==> src/design/board_pkg.sv <==
// board constants
// joystick word layout, switch count and power-on delay width
package board_pkg;

  ////////////////////////////////
  // joystick word
  ////////////////////////////////

  // one player word on the jamma bus
  localparam int joy_w = 8;

  // start button position
  // bits 5..0 are directions and fire, bit 6 unused and reads one
  localparam int joy_fire_hi = 7;

  ////////////////////////////////
  // board controls
  ////////////////////////////////

  // toggle switches driven from the keyboard
  localparam int scan_sw_w = 4;

  // power-on counter width, delay is 2**por_w cycles
  localparam int por_w_default = 8;

endpackage

==> src/design/ps2_pkg.sv <==
// ps/2 keyboard definitions
// frame length, scan code type and the set-2 codes the decoder acts on
package ps2_pkg;

  // start + 8 data + parity + stop
  localparam int ps2_frame_bits = 11;

  typedef logic [7:0] ps2_byte_t;

  // prefixes
  localparam ps2_byte_t code_break = 8'hf0;
  localparam ps2_byte_t code_ext   = 8'he0;

  // core reset key
  localparam ps2_byte_t code_f3 = 8'h04;

  // switch keys, scroll lock = scandoubler enable, f9 = led
  localparam ps2_byte_t code_scroll = 8'h7e;
  localparam ps2_byte_t code_f9     = 8'h01;
  localparam ps2_byte_t code_f10    = 8'h09;
  localparam ps2_byte_t code_f11    = 8'h78;

  // ctrl+alt+backspace reboot chord
  localparam ps2_byte_t code_lctrl = 8'h14;
  localparam ps2_byte_t code_lalt  = 8'h11;
  localparam ps2_byte_t code_bksp  = 8'h66;

endpackage

==> src/design/arcade_board_top.sv <==
// board adaptation top
// keyboard, joystick and reset handling in front of the game core
`timescale 1ns/1ps

module arcade_board_top
  import board_pkg::*;
  import ps2_pkg::*;
#(
  parameter int joy_type = 1,
  parameter int por_w    = por_w_default
) (
  input  logic                 pclk,
  input  logic                 pll_lckd,
  input  logic                 ps2_clk,
  input  logic                 ps2_data,
  input  logic [joy_w-1:0]     jjoy,
  input  logic [5:0]           joystick,
  input  logic                 jtest,
  input  logic                 jservice,
  output logic                 joy_select,
  output logic [joy_w-1:0]     joystick1,
  output logic [joy_w-1:0]     joystick2,
  output logic [scan_sw_w-1:0] scan_sw,
  output logic                 led,
  output logic                 core_reset,
  output logic                 reboot
);

  ps2_byte_t scan_code;
  logic      code_valid;
  logic      parity_err;
  logic      reset_key;
  logic      master_reset;

  ////////////////////////////////
  // keyboard path
  ////////////////////////////////

  // bad frames stop here, only good codes reach the decoder
  ps2_receiver u_ps2_receiver (
    .pclk       (pclk),
    .pll_lckd   (pll_lckd),
    .ps2_clk    (ps2_clk),
    .ps2_data   (ps2_data),
    .scan_code  (scan_code),
    .code_valid (code_valid),
    .parity_err (parity_err)
  );

  key_decoder u_key_decoder (
    .pclk         (pclk),
    .pll_lckd     (pll_lckd),
    .scan_code    (scan_code),
    .code_valid   (code_valid),
    .reset_key    (reset_key),
    .master_reset (master_reset),
    .scan_sw      (scan_sw),
    .led          (led)
  );

  ////////////////////////////////
  // controls and reset
  ////////////////////////////////

  joy_splitter #(
    .joy_type (joy_type)
  ) u_joy_splitter (
    .pclk       (pclk),
    .pll_lckd   (pll_lckd),
    .jjoy       (jjoy),
    .joystick   (joystick),
    .joy_select (joy_select),
    .joystick1  (joystick1),
    .joystick2  (joystick2)
  );

  reset_sequencer #(
    .por_w (por_w)
  ) u_reset_sequencer (
    .pclk         (pclk),
    .pll_lckd     (pll_lckd),
    .reset_key    (reset_key),
    .master_reset (master_reset),
    .jtest        (jtest),
    .jservice     (jservice),
    .core_reset   (core_reset),
    .reboot       (reboot)
  );

endmodule

==> src/design/joy_splitter.sv <==
// jamma joystick splitter
// reads two players over one muxed 8-bit bus, or the local stick only
`timescale 1ns/1ps

module joy_splitter
  import board_pkg::*;
#(
  parameter int joy_type = 1
) (
  input  logic             pclk,
  input  logic             pll_lckd,
  input  logic [joy_w-1:0] jjoy,
  input  logic [5:0]       joystick,
  output logic             joy_select,
  output logic [joy_w-1:0] joystick1,
  output logic [joy_w-1:0] joystick2
);

  // local stick widened, start and spare bits read one
  logic [joy_w-1:0] local_joy;

  assign local_joy[5:0]             = joystick;
  assign local_joy[joy_fire_hi:6]   = '1;

  generate
    if (joy_type == 1) begin : g_jamma
      // select low reads p1, high reads p2
      always_ff @(posedge pclk or negedge pll_lckd) begin
        if (!pll_lckd) begin
          joy_select <= 1'b0;
          joystick1  <= '1;
          joystick2  <= '1;
        end else begin
          joy_select <= ~joy_select;
          if (!joy_select) begin
            joystick1 <= jjoy & local_joy;
          end else begin
            joystick2 <= jjoy;
          end
        end
      end

      a_select_toggle : assert property (@(posedge pclk) disable iff (!pll_lckd)
        1'b1 |=> joy_select != $past(joy_select));
    end else begin : g_local
      // no jamma bus, p2 idles released
      assign joystick1  = local_joy;
      assign joystick2  = '1;
      assign joy_select = 1'b0;
    end
  endgenerate

endmodule

==> src/design/key_decoder.sv <==
// keyboard decoder
// tracks break/extended prefixes, held keys, toggle switches
// and the ctrl+alt+backspace reboot chord
`timescale 1ns/1ps

module key_decoder
  import ps2_pkg::*;
  import board_pkg::*;
(
  input  logic                 pclk,
  input  logic                 pll_lckd,
  input  ps2_byte_t            scan_code,
  input  logic                 code_valid,
  output logic                 reset_key,
  output logic                 master_reset,
  output logic [scan_sw_w-1:0] scan_sw,
  output logic                 led
);

  logic brk_pend;
  logic ext_pend;
  logic ctrl_held;
  logic alt_held;

  always_ff @(posedge pclk or negedge pll_lckd) begin
    if (!pll_lckd) begin
      brk_pend     <= 1'b0;
      ext_pend     <= 1'b0;
      ctrl_held    <= 1'b0;
      alt_held     <= 1'b0;
      reset_key    <= 1'b0;
      master_reset <= 1'b0;
      scan_sw      <= '0;
    end else begin
      master_reset <= 1'b0;
      if (code_valid) begin
        if (scan_code == code_break) begin
          brk_pend <= 1'b1;
        end else if (scan_code == code_ext) begin
          // ext then break still leaves break pending
          ext_pend <= 1'b1;
        end else begin
          // any real code consumes both prefixes
          brk_pend <= 1'b0;
          ext_pend <= 1'b0;
          if (ext_pend) begin
            // right-hand and cursor keys, not used here
          end else if (brk_pend) begin
            // release, switches keep their state
            case (scan_code)
              code_f3:    reset_key <= 1'b0;
              code_lctrl: ctrl_held <= 1'b0;
              code_lalt:  alt_held  <= 1'b0;
              default: ;
            endcase
          end else begin
            // make
            case (scan_code)
              code_f3:     reset_key  <= 1'b1;
              code_lctrl:  ctrl_held  <= 1'b1;
              code_lalt:   alt_held   <= 1'b1;
              code_scroll: scan_sw[0] <= ~scan_sw[0];
              code_f9:     scan_sw[1] <= ~scan_sw[1];
              code_f10:    scan_sw[2] <= ~scan_sw[2];
              code_f11:    scan_sw[3] <= ~scan_sw[3];
              code_bksp:   master_reset <= ctrl_held && alt_held;
              default: ;
            endcase
          end
        end
      end
    end
  end

  // board led mirrors switch 1
  assign led = scan_sw[1];

  // reboot only from a decoded code with both modifiers down
  a_chord : assert property (@(posedge pclk) disable iff (!pll_lckd)
    master_reset |-> ctrl_held && alt_held && $past(code_valid));

endmodule

==> src/design/ps2_receiver.sv <==
// ps/2 receiver
// syncs and filters the keyboard lines, shifts in 11-bit frames
// and flags each byte as valid or as a parity/framing error
`timescale 1ns/1ps

module ps2_receiver
  import ps2_pkg::*;
#(
  parameter int filt_len     = 4,
  parameter int idle_limit_w = 11
) (
  input  logic      pclk,
  input  logic      pll_lckd,
  input  logic      ps2_clk,
  input  logic      ps2_data,
  output ps2_byte_t scan_code,
  output logic      code_valid,
  output logic      parity_err
);

  localparam int cnt_w = $clog2(ps2_frame_bits);

  logic [1:0]                clk_sync;
  logic [1:0]                data_sync;
  logic [filt_len-1:0]       clk_hist;
  logic                      filt_clk;
  logic                      clk_fall;
  logic [cnt_w-1:0]          bit_cnt;
  logic [ps2_frame_bits-1:0] frame;
  logic [ps2_frame_bits-1:0] frame_next;
  logic [idle_limit_w-1:0]   idle_cnt;
  logic                      last_bit;
  logic                      frame_ok;

  //////////////////////////////
  // line sync and clock filter
  //////////////////////////////

  // both lines idle high
  always_ff @(posedge pclk or negedge pll_lckd) begin
    if (!pll_lckd) begin
      clk_sync  <= '1;
      data_sync <= '1;
      clk_hist  <= '1;
      filt_clk  <= 1'b1;
    end else begin
      clk_sync  <= {clk_sync[0], ps2_clk};
      data_sync <= {data_sync[0], ps2_data};
      clk_hist  <= {clk_hist[filt_len-2:0], clk_sync[1]};
      // filtered clock only moves when all samples agree
      if (clk_hist == '1) begin
        filt_clk <= 1'b1;
      end else if (clk_hist == '0) begin
        filt_clk <= 1'b0;
      end
    end
  end

  // act on the cycle the filtered clock drops
  assign clk_fall = filt_clk && (clk_hist == '0);

  //////////////////////////////
  // frame assembly
  //////////////////////////////

  // lsb first, new bit enters at the top
  assign frame_next = {data_sync[1], frame[ps2_frame_bits-1:1]};
  assign last_bit   = (bit_cnt == cnt_w'(ps2_frame_bits - 1));

  // start low, odd parity over data+parity, stop high
  assign frame_ok = !frame_next[0] && (^frame_next[9:1]) &&
                    frame_next[ps2_frame_bits-1];

  always_ff @(posedge pclk or negedge pll_lckd) begin
    if (!pll_lckd) begin
      bit_cnt    <= '0;
      idle_cnt   <= '0;
      code_valid <= 1'b0;
      parity_err <= 1'b0;
    end else begin
      // strobes last one cycle
      code_valid <= 1'b0;
      parity_err <= 1'b0;
      if (clk_fall) begin
        idle_cnt <= '0;
        if (last_bit) begin
          bit_cnt    <= '0;
          code_valid <= frame_ok;
          parity_err <= !frame_ok;
        end else begin
          bit_cnt <= bit_cnt + 1'b1;
        end
      end else if (bit_cnt != '0) begin
        // partial frame and no clock for too long, drop it
        if (idle_cnt == '1) begin
          bit_cnt  <= '0;
          idle_cnt <= '0;
        end else begin
          idle_cnt <= idle_cnt + 1'b1;
        end
      end
    end
  end

  // frame shifter and captured byte
  always_ff @(posedge pclk) begin
    if (clk_fall) begin
      frame <= frame_next;
    end
    if (clk_fall && last_bit) begin
      scan_code <= frame_next[8:1];
    end
  end

  // a strobe comes one cycle after the filtered clock drops
  // never both at once, each one cycle wide
  a_strobe_excl : assert property (@(posedge pclk) disable iff (!pll_lckd)
    (code_valid || parity_err) |-> !(code_valid && parity_err) && $fell(filt_clk));
  a_valid_pulse : assert property (@(posedge pclk) disable iff (!pll_lckd)
    code_valid |=> !code_valid);
  a_err_pulse : assert property (@(posedge pclk) disable iff (!pll_lckd)
    parity_err |=> !parity_err);

endmodule

==> src/design/reset_sequencer.sv <==
// reset sequencer
// power-on hold of the core, reset key and test button merge,
// one-cycle reboot request
`timescale 1ns/1ps

module reset_sequencer
  import board_pkg::*;
#(
  parameter int por_w = por_w_default
) (
  input  logic pclk,
  input  logic pll_lckd,
  input  logic reset_key,
  input  logic master_reset,
  input  logic jtest,
  input  logic jservice,
  output logic core_reset,
  output logic reboot
);

  logic [por_w-1:0] por_cnt;
  logic             por_done;
  logic             por_last;
  logic             jservice_q;
  logic             svc_fall;

  // final count of the power-on window
  assign por_last = (por_cnt == '1);

  // service button pressed, active low
  assign svc_fall = jservice_q && !jservice;

  always_ff @(posedge pclk or negedge pll_lckd) begin
    if (!pll_lckd) begin
      por_cnt    <= '0;
      por_done   <= 1'b0;
      core_reset <= 1'b1;
      jservice_q <= 1'b1;
      reboot     <= 1'b0;
    end else begin
      // count up once, then hold
      if (!por_done && !por_last) begin
        por_cnt <= por_cnt + 1'b1;
      end
      por_done <= por_done | por_last;

      // held through 2**por_w cycles, then key and test button
      core_reset <= !(por_done || por_last) || reset_key || !jtest;

      jservice_q <= jservice;
      reboot     <= master_reset || svc_fall;
    end
  end

  // multiboot wants a single pulse
  a_reboot_pulse : assert property (@(posedge pclk) disable iff (!pll_lckd)
    reboot |=> !reboot);

endmodule

==> config.mk <==
export PLATFORM = sky130hd
export DESIGN_NAME = arcade_board_top
export DESIGN_NICKNAME = d
export VERILOG_FILES = /design/src/design/board_pkg.sv /design/src/design/ps2_pkg.sv /design/src/design/arcade_board_top.sv /design/src/design/joy_splitter.sv /design/src/design/key_decoder.sv /design/src/design/ps2_receiver.sv /design/src/design/reset_sequencer.sv
export SDC_FILE = /design/constraint.sdc
export NUM_CORES = 1
export LEC_CHECK = 0
export ABC_CLOCK_PERIOD_IN_PS = 1700
export CORE_ASPECT_RATIO = 0.5
export CORE_UTILIZATION = 50
export DETAILED_ROUTE_END_ITERATION = 16
export DONT_BUFFER_PORTS = 1
export MAX_ROUTING_LAYER = met4
export PLACE_DENSITY_LB_ADDON = 0.12
export SETUP_SLACK_MARGIN = 0.02
export SYNTH_ARGS = -nofsm -noshare
export SYNTH_HDL_FRONTEND = slang
export SYNTH_SLANG_ARGS = --single-unit
==> constraint.sdc <==
create_clock -name pclk -period 1.7 [get_ports pclk]
set_input_delay 0.255 -clock pclk [delete_from_list [all_inputs] [get_ports pclk]]
set_output_delay 0.255 -clock pclk [all_outputs]
set_load 0.05 [all_outputs]
* After elaboration in Yosys (flattened, before gate mapping)
Cells that the tools add are included.
** Cells by class
- Add/sub/neg operators :: 3
- $mul :: 0
- Divide/modulo/power cells :: 0
- Order comparisons :: 0
- Equal/unequal tests :: 15
- Shift-type cells :: 0
- Multiplexer cells :: 29
- Bitwise logic cells :: 11
- Reduce and logical (&&, ||, !) cells :: 33
** Operators by type and width (count)
- $mux W11 :: 3
- $eq A8 B7 Y1 const B :: 3
- $eq A8 B8 Y1 const B :: 3
- $reduce_and A6 Y1 :: 4
- $mux W1 :: 22
- $eq A8 B5 Y1 const B :: 2
- $mux W4 :: 4
- $reduce_and A5 Y1 :: 3
- $add A11 B1 Y11 const B :: 1
- $eq A11 B11 Y1 const B :: 1
- $not A1 Y1 :: 9
- $reduce_xor A9 Y1 :: 1
- $add A8 B1 Y8 const B :: 1
- $and A8 B8 Y8 :: 1
- $eq A4 B4 Y1 const B :: 2
- $eq A8 B1 Y1 const B :: 1
- $eq A8 B3 Y1 const B :: 1
- $eq A8 B4 Y1 const B :: 1
- $logic_and A1 B1 Y1 :: 7
- $logic_not A1 Y1 :: 6
- $reduce_and A2 Y1 :: 3
- $reduce_bool A2 Y1 :: 3
- $add A4 B1 Y4 const B :: 1
- $logic_not A4 Y1 :: 1
- other kinds (4) :: 7
** Storage, ports and cells
- Bits in registers :: 83
- Bits in latches :: 0
- RAM bits :: 0
- Memory bits (read-only) :: 0
- Input port bits :: 20
- Output and inout port bits :: 24
- Word-level logic and storage cells :: 118
- Memories kept :: 0

* Depth between registers and ports, before layout
- Depth after elaboration :: 7
- Gate-level depth with buffers :: 7
- Depth with buffers taken out :: 6

* Cells and area by module
Synthesis repeated with hierarchy kept, for this count alone.
** Second synthesis, totals
- Cells, all modules :: 270
- Area, all modules :: 3553.4 um^2
** Modules (own cells, without submodules)
- ps2_receiver :: instances 1, cells an instance 133, area an instance 1803.0 um^2, sequential area each 1202.4 um^2
- joy_splitter :: instances 1, cells an instance 48, area an instance 679.4 um^2, sequential area each 445.4 um^2
- reset_sequencer :: instances 1, cells an instance 41, area an instance 541.8 um^2, sequential area each 302.8 um^2
- key_decoder :: instances 1, cells an instance 48, area an instance 529.3 um^2, sequential area each 250.2 um^2

* Worst setup path before layout
Ideal clock, no wire load.
- Path kind :: register to register
- Start point :: reg u_ps2_receiver.bit_cnt[0]
- End point :: reg u_ps2_receiver.idle_cnt[3]
- Library setup time :: 0.126 ns
- Arrival time :: 1.705 ns
- Required time :: 1.574 ns
- Path slack :: -0.131 ns
- Cell stages (with the launch flop) :: 8
- Path buffers :: 1
- Clock period less this slack :: 1.831 ns
- Cells stage by stage :: dfrtp_1 > inv_1 > ha_1 > or3b_4 > a31oi_4 > buf_6 > nor4_1 > a221o_2
** Between the ends
- Word-level cells in the longest chain between the ends :: 2
** Ends and longest elaborated chain
- from (decl) :: line ps2_receiver.sv:28 : logic [cnt_w-1:0] bit_cnt;
- from (signal assigned) :: line ps2_receiver.sv:91 : bit_cnt <= bit_cnt + 1'b1;
- $reduce_bool A4 Y1 :: line ps2_receiver.sv:93 : end else if (bit_cnt != '0) begin
- $reduce_bool A2 Y1 (no line)
- to (signal assigned) :: line ps2_receiver.sv:99 : idle_cnt <= idle_cnt + 1'b1;
- to (decl) :: line ps2_receiver.sv:31 : logic [idle_limit_w-1:0] idle_cnt;
No other way between the ends.
A chain may end at the register's enable or synchronous reset.

* Worst setup path after layout
- Start point :: reg u_ps2_receiver.bit_cnt[1]
- End point :: reg u_ps2_receiver.idle_cnt[3]
Same word-level chain as after synthesis.

==> key figures <==
Routing
  – First DRT Iteration DRCs: slightly below 90
  – Vias per cell: ~5.3
  – Residual DRC: 0
  – Vias post-DR: about 2,100
  – Initial DRT Pass Iterations: 5
  – Total wire length: 5.47 mm
  – Post-route ant nets: 0
  – WL per Instance: 14.0 µm

Power
  – Static Leak: 1.65 nW
  – Worst vdd ir: around 900 µV
  – P per Cell Area: 1220 mW/mm²

Min path
  – Min-Delay Path Class: input port to asynchronous set/reset pin

STA
  – Fmax: approximately 0.58 GHz
  – Hold Fails Final Rpt: 64
  – Rel. slew slack: 0.621
  – Final slew viol count: 0
  – Final WS setup: -0.0265 ns
  – Fin crit share: 1.02
  – Worst hold slack: -0.390 ns
  – Skew final: 0.00849 ns
  – Worst Max-Slew Pin Slew: around 0.57 ns
  – RSZ-0062 raised after global routing: yes
  – Fin crit period: about 1.7 ns
  – Setup Total Neg Slack: -0.0265 ns
  – # setup viols final: 1

Run
  – MaxCap Viol Count: 0

Yosys
  – Synth Area in Simple Gates: 0.144
  – Synth Area in Adders: 0.0183
  – Dominant cell type by area after synthesis: dfrtp_1
  – Synth Area in Compound Gates: 0.0807
  – Asr flop ratio synth: 0.780
  – Synth Instances: 260
  – Yosys Warn Count: 0
  – Largest family of logic cells by synthesized area: simple AND/OR/NAND/NOR gates
  – Synth top area share: 0.271
  – Synth Flop Type: dfrtp_1
  – Post-Syn Nets: about 290
  – Post-synth EDFFs: 18
  – Mapped Area: between 0.003 and 0.004 mm²
  – Post-synthesis sequential area ratio: 0.638
  – Distinct cells, synth: 54
  – Synth Area in XOR/XNOR: 0.0605
  – Mux contribution to synthesized area: 0.0392
  – Number of synthesized register bits: between 80 and 90
  – Avg Cell Area, Syn: 13.1 µm²
  – Top cells by area, synth: dfrtp_1 27%, dfstp_2 21%, edfxtp_1 16%

Layout
  – Fillers: between 400 and 500
  – Cell Count, Final, Fillers Out: approximately 400
  – Layout net count: roughly 320
  – Ant diodes: 0
  – Layout cell share with drive strength beyond 1: 0.315
  – Area grow syn2layout: 18.8%
  – Finished layout cell area: slightly above 0.004 mm²

Place
  – Detail Placement HPWL: 3.69 mm
  – Cells after DPL: approximately 370
  – I/O Buffers: 0
  – Post-place instance area: approximately 0.0037 mm²
  – Final GP Congestion: roughly 0.82

Setup path
  – CP startpoint: u_ps2_receiver.bit_cnt[1]$_DFFE_PN0P_
  – Crit start category: register
  – Worst R2R Start: u_ps2_receiver.bit_cnt[1]$_DFFE_PN0P_
  – Critical Path RT: ~1.9 ns
  – Kind of critical path: register to register
  – Crit path max fanout: 6
  – Worst EP arrival: 1.94 ns
  – Critical path capture point type: register

CTS
  – Clock sink count: slightly above 80
  – Skew-Pair Late Insertion Delay: 0.34 ns
  – Clk pin slew, worst setup/hold paths: ~0.060 ns
  – H-tree lvl count: 3
  – Num CTS Buffers: 9
  – Clock root buffer: clkbuf_16
  – Clock buffer depth: 2
  – TritonCTS clock tree: built
  – Cts hold-fix bufs: 4

Floorplanning
  – Starting Density: 0.539
  – Die Span Y: between 60 and 70 µm
  – DIE AREA: 0.00718 mm²
  – # rows: 20
  – Core ar.: ~0.0063 mm²
  – Die width: approximately 120 µm
  – I/O pins: 44

GRT
  – GRT Residual Overflow: 0
  – Initial antenna violation count: 0
  – Largest net degree at the start of global routing: between 60 and 70
  – First-pass GRT wire length: 9.53 mm
  – All-layer global routing usage: 0.186
  – Vias in the first global route: between 2,000 and 2,500

Status
  – Status: complete, but fails checks
  – Failing checks: negative hold slack, negative setup slack
## cell usage after synthesis (6+ instances only)
library cell / count
dfrtp_1: 37
dfstp_2: 27
nand2_1: 23
edfxtp_1: 18
xnor2_1: 15
nand3_1: 14
o21ai_0: 14
inv_1: 11
mux2_2: 11
nor2_1: 7
nand4_1: 6
xor2_1: 6
## power by group
group | leakage (nW) | internal, mW | total, mW | switching [mW]
combinational | 0.570 | 0.381 | 0.673 | 0.292
clock | 0.147 | 1.18 | 1.90 | 0.722
sequential | 0.929 | 2.16 | 2.35 | 0.187
total | 1.65 | 3.73 | 4.93 | 1.20
## through the flow
step	power, mW	worst slack, ns	utilization
after floorplan	2.74	-0.105	-
after global placement	2.91	-0.0372	0.577
after detailed placement	2.94	-0.0994	0.577
after CTS	4.94	-0.0213	0.636
after global routing	5.15	-0.106	0.640
final	4.93	-0.0265	0.640
## layer usage
| layer | up-vias | GRT usage | wire length, µm |
|---|---|---|---|
| li1 | 1018 | - | - |
| met1 | 1010 | 0.211 | 2550 |
| met4 | 0 | 0.103 | 117 |
| met3 | 10 | 0.0658 | 251 |
| met5 | - | - | 0 |
| met2 | 45 | 0.297 | 2550 |
## layout make-up
type                       count  area, µm²  share of cell area
clock inverter                 4       52.6              0.0130
inverter                      11       41.3              0.0102
tap                           88        110              0.0272
clock buffer                  12        246              0.0608
timing repair buffer          29        228              0.0562
sequential                    82       2180               0.537
multi-input combinational    164       1200               0.296
## layout by cell type (no fill, tap or decap), drive strengths merged, types with 2 or more instances in the layout
cell type    count
nand4            6
nand3           15
or2              2
clkinv           2
inv             12
and3             2
xnor2           15
mux2            11
nor4             3
clkbuf          12
dfrtp           37
a21oi            6
nand3b           2
or3              4
nor2b            3
and2             3
dfstp           27
nand2           23
a31oi            3
o21ai           14
nor3             6
buf             25
edfxtp          18
or4              3
dlygate4sd3      4
nor2             7
and4b            2
ha               5
xor2             6
o21a             3
o31ai            5
## final timing paths
check	to	slack, ns	cells after the start
worst max-delay path	u_ps2_receiver.idle_cnt[3]$_DFFE_PN0P_	-0.03	6
worst min-delay path	u_reset_sequencer.por_cnt[7]$_DFFE_PN0P_	-0.39	0
worst max register to register	u_ps2_receiver.idle_cnt[3]$_DFFE_PN0P_	-0.03	6
worst min register to register	u_ps2_receiver.data_sync[1]$_DFF_PN1_	0.35	0
max in group asynchronous	u_ps2_receiver.data_sync[0]$_DFF_PN1_	1.89	0
min in group pclk	u_joy_splitter.joystick1[3]$_DFFE_PN1N_	0.01	2
## kinds of logic (layout without fill, tap and decap cells)
| family | count (synthesis) | in the layout |
|---|---|---|
| compound gates | 38 | 39 |
| xor+xnor | 22 | 22 |
| fa+ha+maj | 5 | 5 |
| buf+inv | 15 | 56 |
| flops | 82 | 82 |
| mux | 12 | 12 |
| simple gates | 86 | 86 |
## worst max-delay path, stage by stage (launching register included)
cell,delay (ns)
dfrtp_1,0.38
inv_2,0.08
ha_4,0.13
or3b_4,0.40
a31oi_4,0.23
nor4_1,0.07
a221o_2,0.30
## state kept, by name (all words and copies together), names as in the netlist, 4 cells and up
signal                     flops
u_reset_sequencer.por_cnt      8
u_ps2_receiver.bit_cnt         4
u_key_decoder.scan_sw          4
u_ps2_receiver.clk_hist        4
u_ps2_receiver.frame          10
u_ps2_receiver.scan_code       8
u_ps2_receiver.idle_cnt       11
u_joy_splitter.joystick2       8
u_joy_splitter.joystick1       8
## timing repair
action                                  4_1_cts  5_1_grt
hold endpoints to repair                     68       64
resized for setup                             3        2
gates cloned                                  1        0
setup buffers                                 1        3
pin swaps                                     2        2
endpoints found under the setup margin        4       28
Power figures use the tool's default switching activity.
